--- config.mk ---
export PLATFORM = sky130hd
export DESIGN_NAME = tankArena
export DESIGN_NICKNAME = d
export VERILOG_FILES = /design/src/common/tankGamePkg.sv /design/src/hw/mapStore.sv /design/src/hw/mapArbiter.sv /design/src/tankMover/tankMover.sv /design/src/hw/pixelRenderer.sv /design/src/hw/tankArena.sv
export SDC_FILE = /design/constraint.sdc
export NUM_CORES = 1
export LEC_CHECK = 0
export ABC_AREA = 1
export BUFFER_PORTS_ARGS = -buffer_cell sky130_fd_sc_hd__buf_4
export CAP_MARGIN = 15
export CORE_UTILIZATION = 60
export DETAILED_ROUTE_END_ITERATION = 10
export PLACE_DENSITY = 0.78
export SLEW_MARGIN = 20
export SYNTH_ARGS = -nofsm -noshare
export SYNTH_HDL_FRONTEND = slang
export SYNTH_SLANG_ARGS = --single-unit
--- constraint.sdc ---
create_clock -name Master_Clock_In -period 3.65 [get_ports Master_Clock_In]
set_input_delay 0.365 -clock Master_Clock_In [delete_from_list [all_inputs] [get_ports Master_Clock_In]]
set_output_delay 0.365 -clock Master_Clock_In [all_outputs]
set_load 0.01 [all_outputs]
--- src/common/tankGamePkg.sv ---
`default_nettype none

package tankGamePkg;

    //////////////////////////////////////////////////////////////////////
    // Types
    //////////////////////////////////////////////////////////////////////

    // Pixel coordinate as delivered by the display timer
    typedef logic [9:0] coordT;

    // Map cell indices, 20 columns and 15 rows
    typedef logic [4:0] cellIdxX;
    typedef logic [3:0] cellIdxY;

    // Cell type held in the map
    typedef logic [3:0] cellT;

    typedef struct packed {
        coordT x;
        coordT y;
    } pixelPosT;

    typedef struct packed {
        cellIdxX x;
        cellIdxY y;
    } cellAddrT;

    typedef struct packed {
        logic [3:0] red;
        logic [3:0] green;
        logic [3:0] blue;
    } rgbT;

    // Pad button levels
    typedef struct packed {
        logic up;
        logic down;
        logic left;
        logic right;
    } padT;

    typedef enum logic [1:0] {
        moverIdle,
        moverWrap,
        moverProbe,
        moverDecide
    } moverStateT;

    //////////////////////////////////////////////////////////////////////
    // Screen, cell and tank constants
    //////////////////////////////////////////////////////////////////////

    localparam coordT screenWidth  = 10'd640;
    localparam coordT screenHeight = 10'd480;

    // One cell covers 32 by 32 pixels
    localparam int cellShift = 5;
    localparam int mapCols   = 20;
    localparam int mapRows   = 15;

    // Tank box is inclusive, so it covers tankWidth plus one pixels
    localparam coordT tankWidth   = 10'd25;
    localparam coordT probeOffset = 10'd20;
    localparam coordT edgeWidth   = 10'd0;

    localparam rgbT tankColour    = 12'h0F0;
    localparam rgbT blankColour   = 12'h000;
    localparam rgbT outsideColour = 12'h222;

    //////////////////////////////////////////////////////////////////////
    // Map layout and colours
    //////////////////////////////////////////////////////////////////////

    // One hex digit per cell, leftmost digit is column 0
    // Border is type 0, walls type 2, open floor type 3
    localparam cellT [0:mapCols-1] mapTable [0:mapRows-1] = '{
        80'h0000_0000_0000_0000_0000,
        80'h0232_3223_2332_3223_2320,
        80'h0332_3333_2332_3333_2330,
        80'h0222_2223_2332_3222_2220,
        80'h0332_3333_2332_3333_2330,
        80'h0232_3223_2222_3223_2330,
        80'h0333_3333_3333_3333_3330,
        80'h0222_2232_2222_2322_2220,
        80'h0333_3333_3333_3333_3330,
        80'h0232_3223_2222_3223_2320,
        80'h0332_3333_2332_3333_2330,
        80'h0222_2223_2332_3222_2220,
        80'h0332_3333_2332_3333_2330,
        80'h0232_3223_2332_3223_2320,
        80'h0000_0000_0000_0000_0000
    };

    // Blue border, grey rock, red wall, yellow floor
    localparam rgbT cellColour [0:15] = '{
        0:       12'h00F,
        1:       12'h444,
        2:       12'hF00,
        3:       12'hFF0,
        default: 12'h888
    };

    // Pixel position to map cell, folded into the 20 by 15 map
    function automatic cellAddrT cellOf(input pixelPosT pos);
        cellAddrT addr;
        addr.x = cellIdxX'((pos.x >> cellShift) % mapCols);
        addr.y = cellIdxY'((pos.y >> cellShift) % mapRows);
        return addr;
    endfunction

endpackage

`default_nettype wire

--- src/hw/mapStore.sv ---
`timescale 1ns/1ns
`default_nettype none

module mapStore (
    input  logic                  Master_Clock_In,
    input  tankGamePkg::cellAddrT memAddr,
    output tankGamePkg::cellT     cellData
);

    // Read-only copy of the arena layout
    tankGamePkg::cellT [0:tankGamePkg::mapCols-1] mapMem [0:tankGamePkg::mapRows-1];

    assign mapMem = tankGamePkg::mapTable;

    // Single read port, data one cycle after the address
    always_ff @(posedge Master_Clock_In)
    begin
        cellData <= mapMem[memAddr.y][memAddr.x];
    end

    // Both clients fold their coordinates, so the address never leaves the map
    addrInMap : assert property (
        @(posedge Master_Clock_In)
        (memAddr.x < tankGamePkg::mapCols) && (memAddr.y < tankGamePkg::mapRows)
    ) else $error("mapStore address out of map x=%0d y=%0d", memAddr.x, memAddr.y);

endmodule

`default_nettype wire

--- src/hw/mapArbiter.sv ---
`timescale 1ns/1ns
`default_nettype none

module mapArbiter (
    input  logic                  renderReq,
    input  tankGamePkg::cellAddrT renderAddr,
    input  logic                  moverReq,
    input  tankGamePkg::cellAddrT moverAddr,
    output tankGamePkg::cellAddrT memAddr,
    output logic                  moverGrant
);

    // Fixed priority, the renderer owns every cycle it asks for
    // The mover only gets the port in blanking or out-of-range pixels
    always_comb
    begin
        if (renderReq)
        begin
            memAddr = renderAddr;
        end
        else
        begin
            memAddr = moverAddr;
        end
    end

    // Grant is a plain level, valid for this cycle only
    // Data for a granted address shows up on cellData next cycle
    always_comb
    begin
        moverGrant = moverReq && !renderReq;
    end

endmodule

`default_nettype wire

--- src/tankMover/tankMover.sv ---
`timescale 1ns/1ns
`default_nettype none

module tankMover (
    input  logic                  Master_Clock_In,
    input  logic                  reset,
    input  logic                  frameEnd,
    input  tankGamePkg::padT      pad,
    input  tankGamePkg::cellT     cellData,
    input  logic                  moverGrant,
    output logic                  moverReq,
    output tankGamePkg::cellAddrT moverAddr,
    output tankGamePkg::pixelPosT tankPos
);

    tankGamePkg::moverStateT state;
    // Working copy during an update, tankPos only changes at the end
    tankGamePkg::pixelPosT   workPos;
    tankGamePkg::pixelPosT   wrapPos;
    tankGamePkg::pixelPosT   probePos;
    tankGamePkg::pixelPosT   nextPos;
    // Corner reads issued so far, bit 2 set once all four are out
    logic [2:0]              reqCount;
    logic                    pending;
    logic [1:0]              pendIdx;
    // Blocked corners: 0 bottom-left, 1 bottom-right, 2 top-left, 3 top-right
    logic [3:0]              blocked;
    logic                    cellBlocks;

    // Edge wrap along one axis
    function automatic tankGamePkg::coordT wrapAxis(
        input tankGamePkg::coordT pos,
        input tankGamePkg::coordT span
    );
        tankGamePkg::coordT result;
        result = pos;
        if (pos == tankGamePkg::edgeWidth)
            result = span - tankGamePkg::tankWidth;
        else if (pos == span - tankGamePkg::tankWidth - tankGamePkg::edgeWidth)
            result = '0;
        return result;
    endfunction

    //////////////////////////////////////////////////////////////////////
    // Corner probes
    //////////////////////////////////////////////////////////////////////

    always_comb
    begin
        wrapPos.x = wrapAxis(tankPos.x, tankGamePkg::screenWidth);
        wrapPos.y = wrapAxis(tankPos.y, tankGamePkg::screenHeight);
    end

    // Corner index bit 0 picks the far column, bit 1 the far row
    always_comb
    begin
        probePos = workPos;
        if (reqCount[0])
            probePos.x = workPos.x + tankGamePkg::probeOffset;
        if (reqCount[1])
            probePos.y = workPos.y + tankGamePkg::probeOffset;
    end

    // Request and address stay put until the arbiter grants
    assign moverReq   = (state == tankGamePkg::moverProbe) && !reqCount[2];
    assign moverAddr  = tankGamePkg::cellOf(probePos);
    // Rock and wall cells stop the tank
    assign cellBlocks = (cellData == 4'd1) || (cellData == 4'd2);

    //////////////////////////////////////////////////////////////////////
    // Push-back or button move
    //////////////////////////////////////////////////////////////////////

    always_comb
    begin
        nextPos = workPos;
        if (blocked[0] && blocked[1])
            nextPos.y = workPos.y - 10'd1;
        else if (blocked[0] && blocked[2])
            nextPos.x = workPos.x + 10'd1;
        else if (blocked[2] && blocked[3])
            nextPos.y = workPos.y + 10'd1;
        else if (blocked[1] && blocked[3])
            nextPos.x = workPos.x - 10'd1;
        else if (blocked[0])
        begin
            nextPos.y = workPos.y - 10'd1;
            nextPos.x = workPos.x + 10'd1;
        end
        else if (blocked[1])
        begin
            nextPos.y = workPos.y - 10'd1;
            nextPos.x = workPos.x - 10'd1;
        end
        else if (blocked[2])
        begin
            nextPos.y = workPos.y + 10'd1;
            nextPos.x = workPos.x + 10'd1;
        end
        else if (blocked[3])
        begin
            nextPos.y = workPos.y + 10'd1;
            nextPos.x = workPos.x - 10'd1;
        end
        // Free to drive, one button at a time
        else if (pad.up)
            nextPos.y = workPos.y - 10'd1;
        else if (pad.right)
            nextPos.x = workPos.x + 10'd1;
        else if (pad.down)
            nextPos.y = workPos.y + 10'd1;
        else if (pad.left)
            nextPos.x = workPos.x - 10'd1;
    end

    // Wrapped position enters the update
    always_ff @(posedge Master_Clock_In)
    begin
        if (state == tankGamePkg::moverWrap)
            workPos <= wrapPos;
    end

    always_ff @(posedge Master_Clock_In)
    begin
        if (reset)
        begin
            state    <= tankGamePkg::moverIdle;
            tankPos  <= '0;
            reqCount <= '0;
            pending  <= 1'b0;
            pendIdx  <= '0;
            blocked  <= '0;
        end
        else
        begin
            case (state)
                // Busy frames drop their frameEnd here
                tankGamePkg::moverIdle:
                begin
                    if (frameEnd)
                        state <= tankGamePkg::moverWrap;
                end
                tankGamePkg::moverWrap:
                begin
                    reqCount <= '0;
                    pending  <= 1'b0;
                    blocked  <= '0;
                    state    <= tankGamePkg::moverProbe;
                end
                tankGamePkg::moverProbe:
                begin
                    pending <= moverGrant;
                    if (moverGrant)
                    begin
                        reqCount <= reqCount + 3'd1;
                        pendIdx  <= reqCount[1:0];
                    end
                    // Read data lands one cycle after its grant
                    if (pending)
                    begin
                        blocked[pendIdx] <= cellBlocks;
                        if (pendIdx == 2'd3)
                            state <= tankGamePkg::moverDecide;
                    end
                end
                tankGamePkg::moverDecide:
                begin
                    tankPos <= nextPos;
                    state   <= tankGamePkg::moverIdle;
                end
                default:
                    state <= tankGamePkg::moverIdle;
            endcase
        end
    end

    // Request only falls after its last grant or on the way back to idle
    reqHeldToGrant : assert property (
        @(posedge Master_Clock_In) disable iff (reset)
        $fell(moverReq) |-> ($past(moverGrant) || state == tankGamePkg::moverIdle)
    ) else $error("tankMover dropped moverReq without a grant");

    // A stalled read keeps its address
    addrHeldToGrant : assert property (
        @(posedge Master_Clock_In) disable iff (reset)
        (moverReq && !moverGrant) |=> (moverReq && $stable(moverAddr))
    ) else $error("tankMover changed moverAddr while waiting");

endmodule

`default_nettype wire

--- src/hw/pixelRenderer.sv ---
`timescale 1ns/1ns
`default_nettype none

module pixelRenderer (
    input  logic                  Master_Clock_In,
    input  logic                  reset,
    input  logic                  dispEna,
    input  tankGamePkg::pixelPosT pixel,
    input  tankGamePkg::pixelPosT tankPos,
    input  tankGamePkg::cellT     cellData,
    output logic                  renderReq,
    output tankGamePkg::cellAddrT renderAddr,
    output logic                  frameEnd,
    output tankGamePkg::rgbT      colour
);

    logic                  inRange;
    tankGamePkg::pixelPosT pixQ;
    logic                  enaQ;
    logic                  inRangeQ;
    logic                  inBox;
    tankGamePkg::rgbT      nextColour;

    //////////////////////////////////////////////////////////////////////
    // Stage 1
    //////////////////////////////////////////////////////////////////////

    // Visible window, edges included
    always_comb
    begin
        inRange = (pixel.x <= tankGamePkg::screenWidth) &&
                  (pixel.y <= tankGamePkg::screenHeight);
    end

    // Map read goes out with the pixel, data comes back with stage 1
    assign renderReq  = dispEna && inRange;
    assign renderAddr = tankGamePkg::cellOf(pixel);

    always_ff @(posedge Master_Clock_In)
    begin
        pixQ <= pixel;
    end

    always_ff @(posedge Master_Clock_In)
    begin
        if (reset)
        begin
            enaQ     <= 1'b0;
            inRangeQ <= 1'b0;
            frameEnd <= 1'b0;
            colour   <= tankGamePkg::blankColour;
        end
        else
        begin
            enaQ     <= dispEna;
            inRangeQ <= inRange;
            // Last visible coordinate kicks the tank update
            frameEnd <= dispEna &&
                        (pixel.x == tankGamePkg::screenWidth) &&
                        (pixel.y == tankGamePkg::screenHeight);
            colour   <= nextColour;
        end
    end

    //////////////////////////////////////////////////////////////////////
    // Stage 2
    //////////////////////////////////////////////////////////////////////

    // Inclusive tank box, 11 bits so the far edge cannot wrap
    always_comb
    begin
        inBox = ({1'b0, pixQ.x} >= {1'b0, tankPos.x}) &&
                ({1'b0, pixQ.x} <= {1'b0, tankPos.x} + {1'b0, tankGamePkg::tankWidth}) &&
                ({1'b0, pixQ.y} >= {1'b0, tankPos.y}) &&
                ({1'b0, pixQ.y} <= {1'b0, tankPos.y} + {1'b0, tankGamePkg::tankWidth});
    end

    always_comb
    begin
        if (!enaQ)
            nextColour = tankGamePkg::blankColour;
        else if (!inRangeQ)
            nextColour = tankGamePkg::outsideColour;
        else if (inBox)
            nextColour = tankGamePkg::tankColour;
        else
            nextColour = tankGamePkg::cellColour[cellData];  // flat colour per cell type
    end

    // Blanking reaches the output after exactly two edges
    blankAfterTwo : assert property (
        @(posedge Master_Clock_In) disable iff (reset)
        !dispEna |-> ##2 (colour == tankGamePkg::blankColour)
    ) else $error("pixelRenderer colour %h during blanking", colour);

endmodule

`default_nettype wire

--- src/hw/tankArena.sv ---
`timescale 1ns/1ns
`default_nettype none

module tankArena (
    input  logic                  Master_Clock_In,
    input  logic                  reset,
    input  logic                  dispEna,
    input  tankGamePkg::pixelPosT pixel,
    input  tankGamePkg::padT      pad,
    output tankGamePkg::rgbT      colour
);

    // Map read clients
    logic                  renderReq;
    tankGamePkg::cellAddrT renderAddr;
    logic                  moverReq;
    tankGamePkg::cellAddrT moverAddr;
    logic                  moverGrant;

    // Shared read port
    tankGamePkg::cellAddrT memAddr;
    tankGamePkg::cellT     cellData;

    // Renderer to mover and back
    logic                  frameEnd;
    tankGamePkg::pixelPosT tankPos;

    pixelRenderer i_pixelRenderer (
        .Master_Clock_In (Master_Clock_In),
        .reset           (reset),
        .dispEna         (dispEna),
        .pixel           (pixel),
        .tankPos         (tankPos),
        .cellData        (cellData),
        .renderReq       (renderReq),
        .renderAddr      (renderAddr),
        .frameEnd        (frameEnd),
        .colour          (colour)
    );

    tankMover i_tankMover (
        .Master_Clock_In (Master_Clock_In),
        .reset           (reset),
        .frameEnd        (frameEnd),
        .pad             (pad),
        .cellData        (cellData),
        .moverGrant      (moverGrant),
        .moverReq        (moverReq),
        .moverAddr       (moverAddr),
        .tankPos         (tankPos)
    );

    mapArbiter i_mapArbiter (
        .renderReq       (renderReq),
        .renderAddr      (renderAddr),
        .moverReq        (moverReq),
        .moverAddr       (moverAddr),
        .memAddr         (memAddr),
        .moverGrant      (moverGrant)
    );

    mapStore i_mapStore (
        .Master_Clock_In (Master_Clock_In),
        .memAddr         (memAddr),
        .cellData        (cellData)
    );

endmodule

`default_nettype wire

Yosys cells after proc, flatten, opt, wreduce, memory -nomap -nowiden:

Memories as Yosys holds them, arrays and structs flattened.
Cells that the tools add are included.
Widths: inputs -> output; s select.

* bits in registers: 91
* ROM bits: 1472
* output and inout bits: 12
* memories kept: 2

Memory list
* (name not given): words 16, width 80, rd ports 1, clocked after memory_dff 0, wr ports 0, RTL line mapStore.sv:18 `cellData <= mapMem[memAddr.y][memAddr.x];`
* (name not given): words 16, width 12, rd ports 1, clocked after memory_dff 0, wr ports 0, RTL line pixelRenderer.sv:87 `nextColour = tankGamePkg::cellColour[cellData];`

* add/sub/neg operators: 9
* div/mod/pow operators: 4
* magnitude comparators: 11
* eq/ne operators: 14
* muxes and demuxes: 45
* bitwise operators: 5
* reductions and logical operators: 30

Operators by type and width (count)
* $mux 10: 20
* $mux 80: 2
* $mux 20: 4
* $mod 5x4->32 const B: 2
* $mod 5x5->32 const B: 2
* $mux 12: 2
* $add 10x5->11 const B: 2
* $le 10x11->1: 2
* $add 10x1->10 const B: 2
* $add 10x5->10 const B: 2
* $bmux 4 s5: 1
* $eq 10x10->1 const B: 2
* $eq 10x9->1 const B: 2
* $ge 10x10->1: 2
* $logic_not 10->1: 2
* $sub 10x1->10 const B: 2
* $mux 9: 2
* $logic_and 1x1->1: 14
* $mux 4: 3
* $ge 5x5->1 const B: 2
* $le 10x10->1 const B: 1
* $le 10x9->1 const B: 1
* $not 4->5: 2
* $pmux 2 s4: 1
* other kinds (29): 41

Logic depth before layout (Yosys ltp):

Gate-level depths: netlist (run 1).

* depth after elaboration: 13
* depth in mapped cells: 34
* depth with buffers taken out: 33

Cells and area by module:

Synthesis (run 1) repeated with hierarchy kept, for this count alone.

* cell total of the unflattened synthesis: 1339
* area, all modules: 8269.2 um^2

By module, submodules not included
* tankMover: times used 1, cells an instance 859, area each 5042.3 um^2, seq. area each 1241.2 um^2
* pixelRenderer: times used 1, cells an instance 350, area each 2580.0 um^2, seq. area each 700.7 um^2
* mapStore: times used 1, cells an instance 99, area each 523.0 um^2, seq. area each 40.0 um^2
* mapArbiter: times used 1, cells an instance 31, area each 123.9 um^2, seq. area each 0.0 um^2

Worst setup path before layout (run 1):

No wires, ideal clock.

* kind: input to register
* start point: input pixel[9] in the netlist's numbering
* end point: register i_mapStore.cellData[0]
* library setup time: 0.114 ns
* arrival time: 3.021 ns
* required time: 3.536 ns
* path slack: 0.515 ns
* stages: 31
* path buffers: 1
* cells stage by stage: inv_1 > nand2_1 > nor2_1 > nand3_1 > nand2_2 > nand3_2 > buf_12 > nand2_2 > nand2_4 > nor2_4 > nand2_2 > nand2_1 > inv_2 > ha_1 > inv_1 > nand2_2 > nand2_4 > nand2_4 > nand2_2 > nand2_4 > ha_1 > inv_1 > nand3_1 > nand3_2 > nand3_1 > nand3_1 > nand3_1 > nand2_1 > nand2_1 > nand3_1 > nand2_1

* cells in the longest elaborated chain, start to end: 11
* elaborated cells on any way between the ends: 13
* classes of those cells: div: 1; order compare: 1; mux: 6; bitwise: 2; reduce/logical: 2; memory: 1

Ends and longest elaborated chain
* start, declared: RTL line tankArena.sv:8 `input tankGamePkg::pixelPosT pixel,`
* parallel branches: the longest is 3 deep, another holds $mod 5x4->32
* $mux 9 (*): RTL line mapArbiter.sv:17 `if (renderReq)`
* $not 4->5 (implied by the code): RTL line mapStore.sv:18
* $mem_v2 16x80
* $mux 80 (implied by the code) (2 in a row): RTL line mapStore.sv:18
* $bmux 4 s5 (*): RTL line mapStore.sv:18
* $mux 4 (implied by the code) (*) (2 in a row): RTL line mapStore.sv:18
* end signal, assigned: RTL line mapStore.sv:18
* end, declared: RTL line mapStore.sv:7 `output tankGamePkg::cellT cellData`

Every way passes the cells marked *. The select of a mux whose other input is x is not followed.
A chain may end at the register's enable or synchronous reset.

Final worst setup path (run 1):

* start point: register i_tankMover.workPos[7] in the netlist's numbering
* end point: register i_mapStore.cellData[0]

* cells in the longest elaborated chain, start to end: 11

Ends and longest elaborated chain
* start, declared: RTL line tankMover.sv:18 `tankGamePkg::pixelPosT workPos;`
* start signal, assigned: RTL line tankMover.sv:120 `workPos <= wrapPos;`
* $add 10x5->10: RTL line tankMover.sv:61 `probePos.y = workPos.y + tankGamePkg::probeOffset;`
* $mux 10 (*): RTL line tankMover.sv:60 `if (reqCount[1])`
* $mod 5x4->32 (*): RTL line tankGamePkg.sv:108 `addr.y = cellIdxY'((pos.y >> cellShift) % mapRows);`
* $mux 9 (*): RTL line mapArbiter.sv:17
* $not 4->5 (implied by the code) (*): RTL line mapStore.sv:18
* $mem_v2 16x80 (*)
* $mux 80 (implied by the code) (*) (2 in a row): RTL line mapStore.sv:18
* $bmux 4 s5 (*): RTL line mapStore.sv:18
* $mux 4 (implied by the code) (*) (2 in a row): RTL line mapStore.sv:18

Mark *: on every way between the ends. The rest lies on a longest branch, timed or not. The select of a mux whose other input is x is not followed.

==> key figures, run 1 <==
Synth
  – Primary FF master, synth: dfxtp_1
  – Fraction of registers with async set/reset: 0
  – Synth area leader: dfxtp_1
  – Simple logic cell fraction of the synthesized area: 0.256
  – Synth Warn #: 0
  – Largest cells by area after synthesis: dfxtp_1, ha_1, nand2_1, edfxtp_1, o21ai_0
  – Syn_area_per_cell: 6.96 um^2
  – Post-synth cell types: 64
  – Compound-gate portion of the synthesized area: 0.223
  – Synth Net Count: approximately 1200
  – Sequential share of the synthesized area: 0.257
  – Number of synthesized flops with an enable pin: 20
  – Yosys top cell area share: 0.178
  – Post-Synth Adder-Cell Area: 0.105
  – Portion of netlist area occupied by mux cells: 0.00133
  – Largest family of logic cells by synthesized area: simple AND/OR/NAND/NOR gates
  – Cell area after synthesis: about 7500 um^2
  – #FFs+latches synth: a little under 90
  – Syn Inst Count: between 1000 and 1500
  – Synth Area in XOR/XNOR: 0.0559

STA
  – TNS Setup: 0 ps
  – Clock Skew: roughly 14 ps
  – Max_slew headroom: 0.502
  – Hold Fails Final Rpt: 0
  – Min Tclk post-route: around 3400 ps
  – # setup viols final: 0
  – Final slew viol count: 0
  – Final Cycle Share: 0.926
  – Fin worst setup slack: 270 ps
  – F_max: 296 MHz
  – Final hold slack: 139 ps
  – Worst-Margin Slew: 747 ps

Clock tree
  – Hold_buf cts: 0
  – TritonCTS Buffers: 9
  – Root Driver: clkbuf_16
  – H-Tree Depth: 3
  – Clock-pin slew on the worst setup and hold paths: about 60 ps
  – Max clock buf depth: 2
  – CTS tree: built
  – Worst skew pair latency: 340 ps
  – Clock sinks: 87

Worst setup path
  – CP Capture Type: register
  – FF-to-FF Start: i_tankMover.workPos[7]
  – R2R setup slack: 270 ps
  – Slowest-stage cell, CP: edfxtp_1
  – Kind of critical path: reg -> reg
  – Worst Setup SP: i_tankMover.workPos[7]
  – R2r endpoint: i_mapStore.cellData[0]
  – Startpoint Class: register
  – Worst-path maximum fanout: 6
  – Cell with the most instances on the worst path: nand3_1
  – Worst path required time: between 3000 and 4000 ps
  – CP arrival: 3600 ps
  – R2R cell count: 28
  – Worst path max stage delay: between 400 and 500 ps

Pwr
  – Total power: a little over 4 mW
  – P_leak: 3.64 nW
  – Peak supply drop: around 430 uV
  – Cell Pwr Density: 498 nW/um^2

Final layout
  – Filler cells: roughly 1100
  – Design area: between 8000 and 9000 um^2
  – Final nets: 1194
  – Fin cells: around 1300
  – Share of cells above drive strength 1: 0.127
  – Area Overhead vs Synth: 9.41%
  – Finished Core Util: 0.681
  – Diodes inserted: 0

Global routing
  – Vias in the first global route: 6521
  – Gr ovfl total: 0
  – Pin count of the biggest net entering global routing: 26
  – Initial antenna violation count: 0
  – Global-route wire length before repair: 32100 um
  – Total GRT Usage: 0.310

Die
  – Die area: ~13000 um^2
  – Die H: about 110 um
  – Row count: 40
  – Top Ports: 39
  – Die W: between 100 and 150 um
  – Core Footprint: between 10000 and 15000 um^2
  – Initial Utilization: 0.623

Worst hold path
  – WHS Endpoint: i_pixelRenderer.pixQ[10]
  – Min-delay worst type: in -> reg
  – Hold Path Stages: 1
  – HP Start: pixel[10]

Placement
  – IO Port Bufs: 38
  – RePlAce Congestion: 0.930
  – Placed Cells incl. Taps: 1254
  – Post-placement cell area: 7920 um^2
  – Post-place setup slack: between 100 and 150 ps
  – DPL Wire Length: 14600 um

Route
  – Iteration-0 DRC Markers: between 700 and 800
  – Drt via density: approximately 5.7
  – Via count: roughly 7300
  – Drt pass-1 iters: 6
  – Antenna viol nets, final: 0
  – Total Routed Length: between 15000 and 20000 um
  – # DRC: 0
  – Routed length per instance: between 15 and 20 um

Job
  – Max cap viols: 0

Run status
  – Run status: complete, no violations
==> synthesized netlist by cell type, types with 2 or more instances <==
cell type	instances
a211oi_1	5
a21boi_0	6
a21oi_1	93
a221oi_1	4
a31o_2	3
a31oi_1	11
buf_2	2
buf_4	3
clkbuf_1	42
clkinv_1	4
clkinv_2	2
dfxtp_1	67
edfxtp_1	20
ha_1	63
inv_1	126
inv_2	10
nand2_1	192
nand2_2	14
nand2_4	8
nand2_8	2
nand3_1	59
nand3_2	9
nand3b_1	2
nand4_1	14
nor2_1	81
nor2_2	2
nor2_4	3
nor3_1	13
nor4_1	4
o2111ai_1	3
o211ai_1	18
o21a_1	4
o21ai_0	99
o21ai_2	4
o21bai_1	4
o221ai_1	8
o22ai_1	6
o31ai_1	2
o32ai_1	3
xnor2_1	4
xor2_1	41
==> how the worst max path moves through the flow <==
| stage | endpoint | slack, ps | cells after the start |
|---|---|---|---|
| 6_report | i_mapStore.cellData[0] | 270 | 28 |
| 5_1_grt | i_mapStore.cellData[0] | -10 | 28 |
| 4_1_cts | i_mapStore.cellData[0] | 170 | 28 |
| 3_5_place_dp | i_mapStore.cellData[0] | 110 | 30 |
| 3_3_place_gp | i_mapStore.cellData[0] | 210 | 30 |
| 2_1_floorplan | i_mapStore.cellData[0] | 520 | 31 |
==> placed cells by master, fill, tap and decap left out, drive strengths merged, types with 2 or more instances in the layout <==
| cell type | n |
|---|---|
| nand4 | 14 |
| o2111ai | 3 |
| nand3b | 2 |
| o22ai | 6 |
| nor4 | 4 |
| a31oi | 11 |
| o32ai | 3 |
| o21bai | 4 |
| a21oi | 94 |
| o31ai | 2 |
| clkbuf | 9 |
| a21boi | 6 |
| xor2 | 42 |
| buf | 59 |
| a221oi | 4 |
| o211ai | 18 |
| nor3 | 14 |
| o21a | 4 |
| o21ai | 105 |
| o221ai | 8 |
| nand3 | 69 |
| xnor2 | 4 |
| nand2 | 216 |
| a211oi | 5 |
| a31o | 3 |
| inv | 140 |
| ha | 63 |
| dfxtp | 67 |
| edfxtp | 20 |
| clkinv | 11 |
| nor2 | 86 |
==> flip-flops by register name, summed over array words and instances (netlist names) <==
| name | cells |
|---|---|
| i_mapStore.cellData | 2 |
| i_pixelRenderer.colour | 10 |
| i_pixelRenderer.enaQ | 1 |
| i_pixelRenderer.frameEnd | 1 |
| i_pixelRenderer.inRangeQ | 1 |
| i_pixelRenderer.pixQ | 20 |
| i_tankMover.blocked | 4 |
| i_tankMover.pendIdx | 2 |
| i_tankMover.pending | 1 |
| i_tankMover.reqCount | 3 |
| i_tankMover.state | 2 |
| i_tankMover.tankPos | 20 |
| i_tankMover.workPos | 20 |
==> where the power goes <==
group / switching [mW] / internal [mW]
clock network: 0.373 / 0.461
logic: 1.26 / 0.717
registers: 0.151 / 1.14
total: 1.79 / 2.32
==> timing repair <==
item                       4_1_cts  5_1_grt
setup endpoints to repair        0        1
buffers inserted                 0        7
gates resized for setup          0        3
==> cell type report <==
class | instances | area [um^2] | area share
multi-input cells | 803 | 4830 | 0.586
flip-flops and latches | 87 | 1940 | 0.235
inverters | 144 | 553 | 0.0670
repair buffers | 59 | 443 | 0.0537
clock buffers | 9 | 225 | 0.0273
well taps | 168 | 210 | 0.0255
clock inverters | 7 | 46.3 | 0.00561
==> critical path: cells and delay by family, from the launching register on <==
family                     cells  cell delay [ps]
DFF                            1              410
xor gates and xnor gates       1              180
adders and majority gates      2              490
buffers and inverters          5              420
and+or+nand+nor               20             1780
==> per-layer routing <==
metal,up-vias,track usage,part of all wire
met2,325,0.463,0.43
li1,3705,-,-
met4,0,0.111,0.021
met1,3270,0.454,0.47
met3,28,0.0429,0.077
met5,-,0,0
==> cells by family after synthesis <==
family                   Yosys count
flip-flops                        87
buffers and inverters            193
XOR/XNOR                          46
adder cells (fa/ha/maj)           63
AO/OA/AOI/OAI                    284
AND/OR/NAND/NOR                  409
multiplexers                       1
Power figures use the tool's default switching activity.
==> run 2, diff against run 1 <==
--- a/config.mk
+++ b/config.mk
@@ -10,6 +10,7 @@
 export CAP_MARGIN = 15
 export CORE_UTILIZATION = 60
 export DETAILED_ROUTE_END_ITERATION = 10
+export MAX_ROUTING_LAYER = met4
 export PLACE_DENSITY = 0.78
 export SLEW_MARGIN = 20
 export SYNTH_ARGS = -nofsm -noshare
==> key figures, run 2 (synthesis results as in run 1) <==
Final layout
  – Most frequent cells in the layout: nand2_1, inv_1, o21ai_0
  – Top flop regs: i_pixelRenderer.pixQ (20), i_tankMover.tankPos (20), i_tankMover.workPos (20)
  – Commonest non-fill, non-tap cell in the layout: nand2_1
  – Fin cells: around 1300
  – Diodes inserted: 0
  – Share of cells above drive strength 1: 0.127
  – Final nets: ~1200
  – Finished Core Util: 0.685
  – Area Overhead vs Synth: 9.99%

Worst setup path
  – FF-to-FF Start: i_tankMover.workPos[7]
  – WP buf/inv: 5
  – Worst path max stage delay: 400 ps
  – CP Capture Type: register
  – Cell with the most instances on the worst path: nand3_1
  – CP arrival: approximately 3600 ps
  – Worst Setup SP: i_tankMover.workPos[7]
  – Cell family with most CP delay: simple AND/OR/NAND/NOR gates
  – Worst path required time: 3880 ps
  – Kind of critical path: reg -> reg
  – Startpoint Class: register
  – Slowest-stage cell, CP: edfxtp_1
  – Worst-path maximum fanout: 6

Clock tree
  – TritonCTS Buffers: 9
  – Worst skew pair latency: 350 ps
  – Max clock buf depth: 2
  – H-Tree Depth: 3
  – Hold_buf cts: 0
  – Clock sinks: slightly below 90
  – Clock-pin slew on the worst setup and hold paths: approximately 60 ps
  – CTS tree: built
  – Root Driver: clkbuf_16

Pwr
  – Reg power frac: 0.308
  – Psw: ~1.8 mW
  – Total power: between 4 and 5 mW
  – Peak supply drop: about 440 uV
  – Clock power frac: 0.217
  – Cell Pwr Density: 504 nW/um^2
  – P_leak: 3.65 nW
  – Comb power frac: 0.474
  – Pint: 2.40 mW
  – Switching Share: 0.426

Route
  – Drt pass-1 iters: 6
  – Iteration-0 DRC Markers: ~810
  – Via count: 7443
  – Drt via density: approximately 5.8
  – # DRC: 0
  – Antenna viol nets, final: 0
  – Total Routed Length: 19500 um
  – Routed length per instance: 15.2 um

Die
  – Core Footprint: 12100 um^2
  – Die area: 13000 um^2
  – Die H: roughly 110 um
  – Initial Utilization: 0.623
  – Top Ports: 39
  – Row count: 40
  – Die W: about 110 um

STA
  – Fin worst setup slack: between 200 and 300 ps
  – Max_slew headroom: 0.528
  – Worst-Margin Slew: approximately 700 ps
  – Hold Fails Final Rpt: 0
  – F_max: 296 MHz
  – Final slew viol count: 0
  – Min Tclk post-route: 3370 ps
  – Final Cycle Share: 0.924
  – Clock Skew: 11.3 ps
  – # setup viols final: 0

Job
  – Max cap viols: 0

Worst hold path
  – Min-delay worst type: in -> reg
  – HP Start: pixel[11]

Global routing
  – Initial antenna violation count: 0
  – Pin count of the biggest net entering global routing: 26
  – Gr ovfl total: 0
  – Global-route wire length before repair: ~32000 um
  – Vias in the first global route: approximately 6500
  – Total GRT Usage: 0.321

Placement
  – Post-place setup slack: 105 ps
  – Placed Cells incl. Taps: 1255
  – RePlAce Congestion: about 0.96
  – DPL Wire Length: between 10000 and 15000 um
  – IO Port Bufs: 38

Run status
  – Run status: complete, no violations
==> run 2: metal layers <==
layer / global-route usage / up-vias / routed length, um
met4: 0.100 / 0 / 455
met3: 0.0386 / 42 / 1430
met2: 0.481 / 316 / 8430
li1: - / 3708 / -
met1: 0.452 / 3377 / 9160
met5: - / - / 0
==> run 2: layout make-up <==
cell class | count | area, um^2
tap | 168 | 210
fill | 1079 | 3820
clock inverter | 3 | 22.5
inverter | 144 | 553
clock buffer | 13 | 282
timing repair buffer | 60 | 450
multi-input combinational | 803 | 4840
sequential | 87 | 1940
==> run 2: power groups by stage <==
stage                     Sequential [mW]  Combinational (mW)  Clock [mW]
after floorplan                      1.24                1.56           0
after global placement               1.31                1.89           0
after detailed placement             1.31                1.90           0
after CTS                            1.29                1.93       0.913
after global routing                 1.31                2.22       0.960
final                                1.29                1.98       0.909
==> run 2: timing repair <==
action                                  in CTS  in global routing
endpoints found under the setup margin       0                  1
gates resized for setup                      0                  3
buffers inserted                             0                  7
==> run 2: path summary, 6_finish.rpt <==
check	end	slack, ps	depth (start not counted)
min reg2reg	i_pixelRenderer.colour[2]	480	1
min	i_pixelRenderer.pixQ[11]	140	1
max	i_mapStore.cellData[0]	280	28
max reg2reg	i_mapStore.cellData[0]	280	28
==> run 2: through the flow <==
step / cell area [um^2] / setup TNS [ps] / hold slack, ps
global route: 8300 / -14.5 / 128
floorplan: 7540 / 0 / 393
finish: 8300 / 0 / 135
CTS: 8230 / 0 / 131
detailed placement: 7930 / 0 / 468
global placement: 7930 / 0 / 465
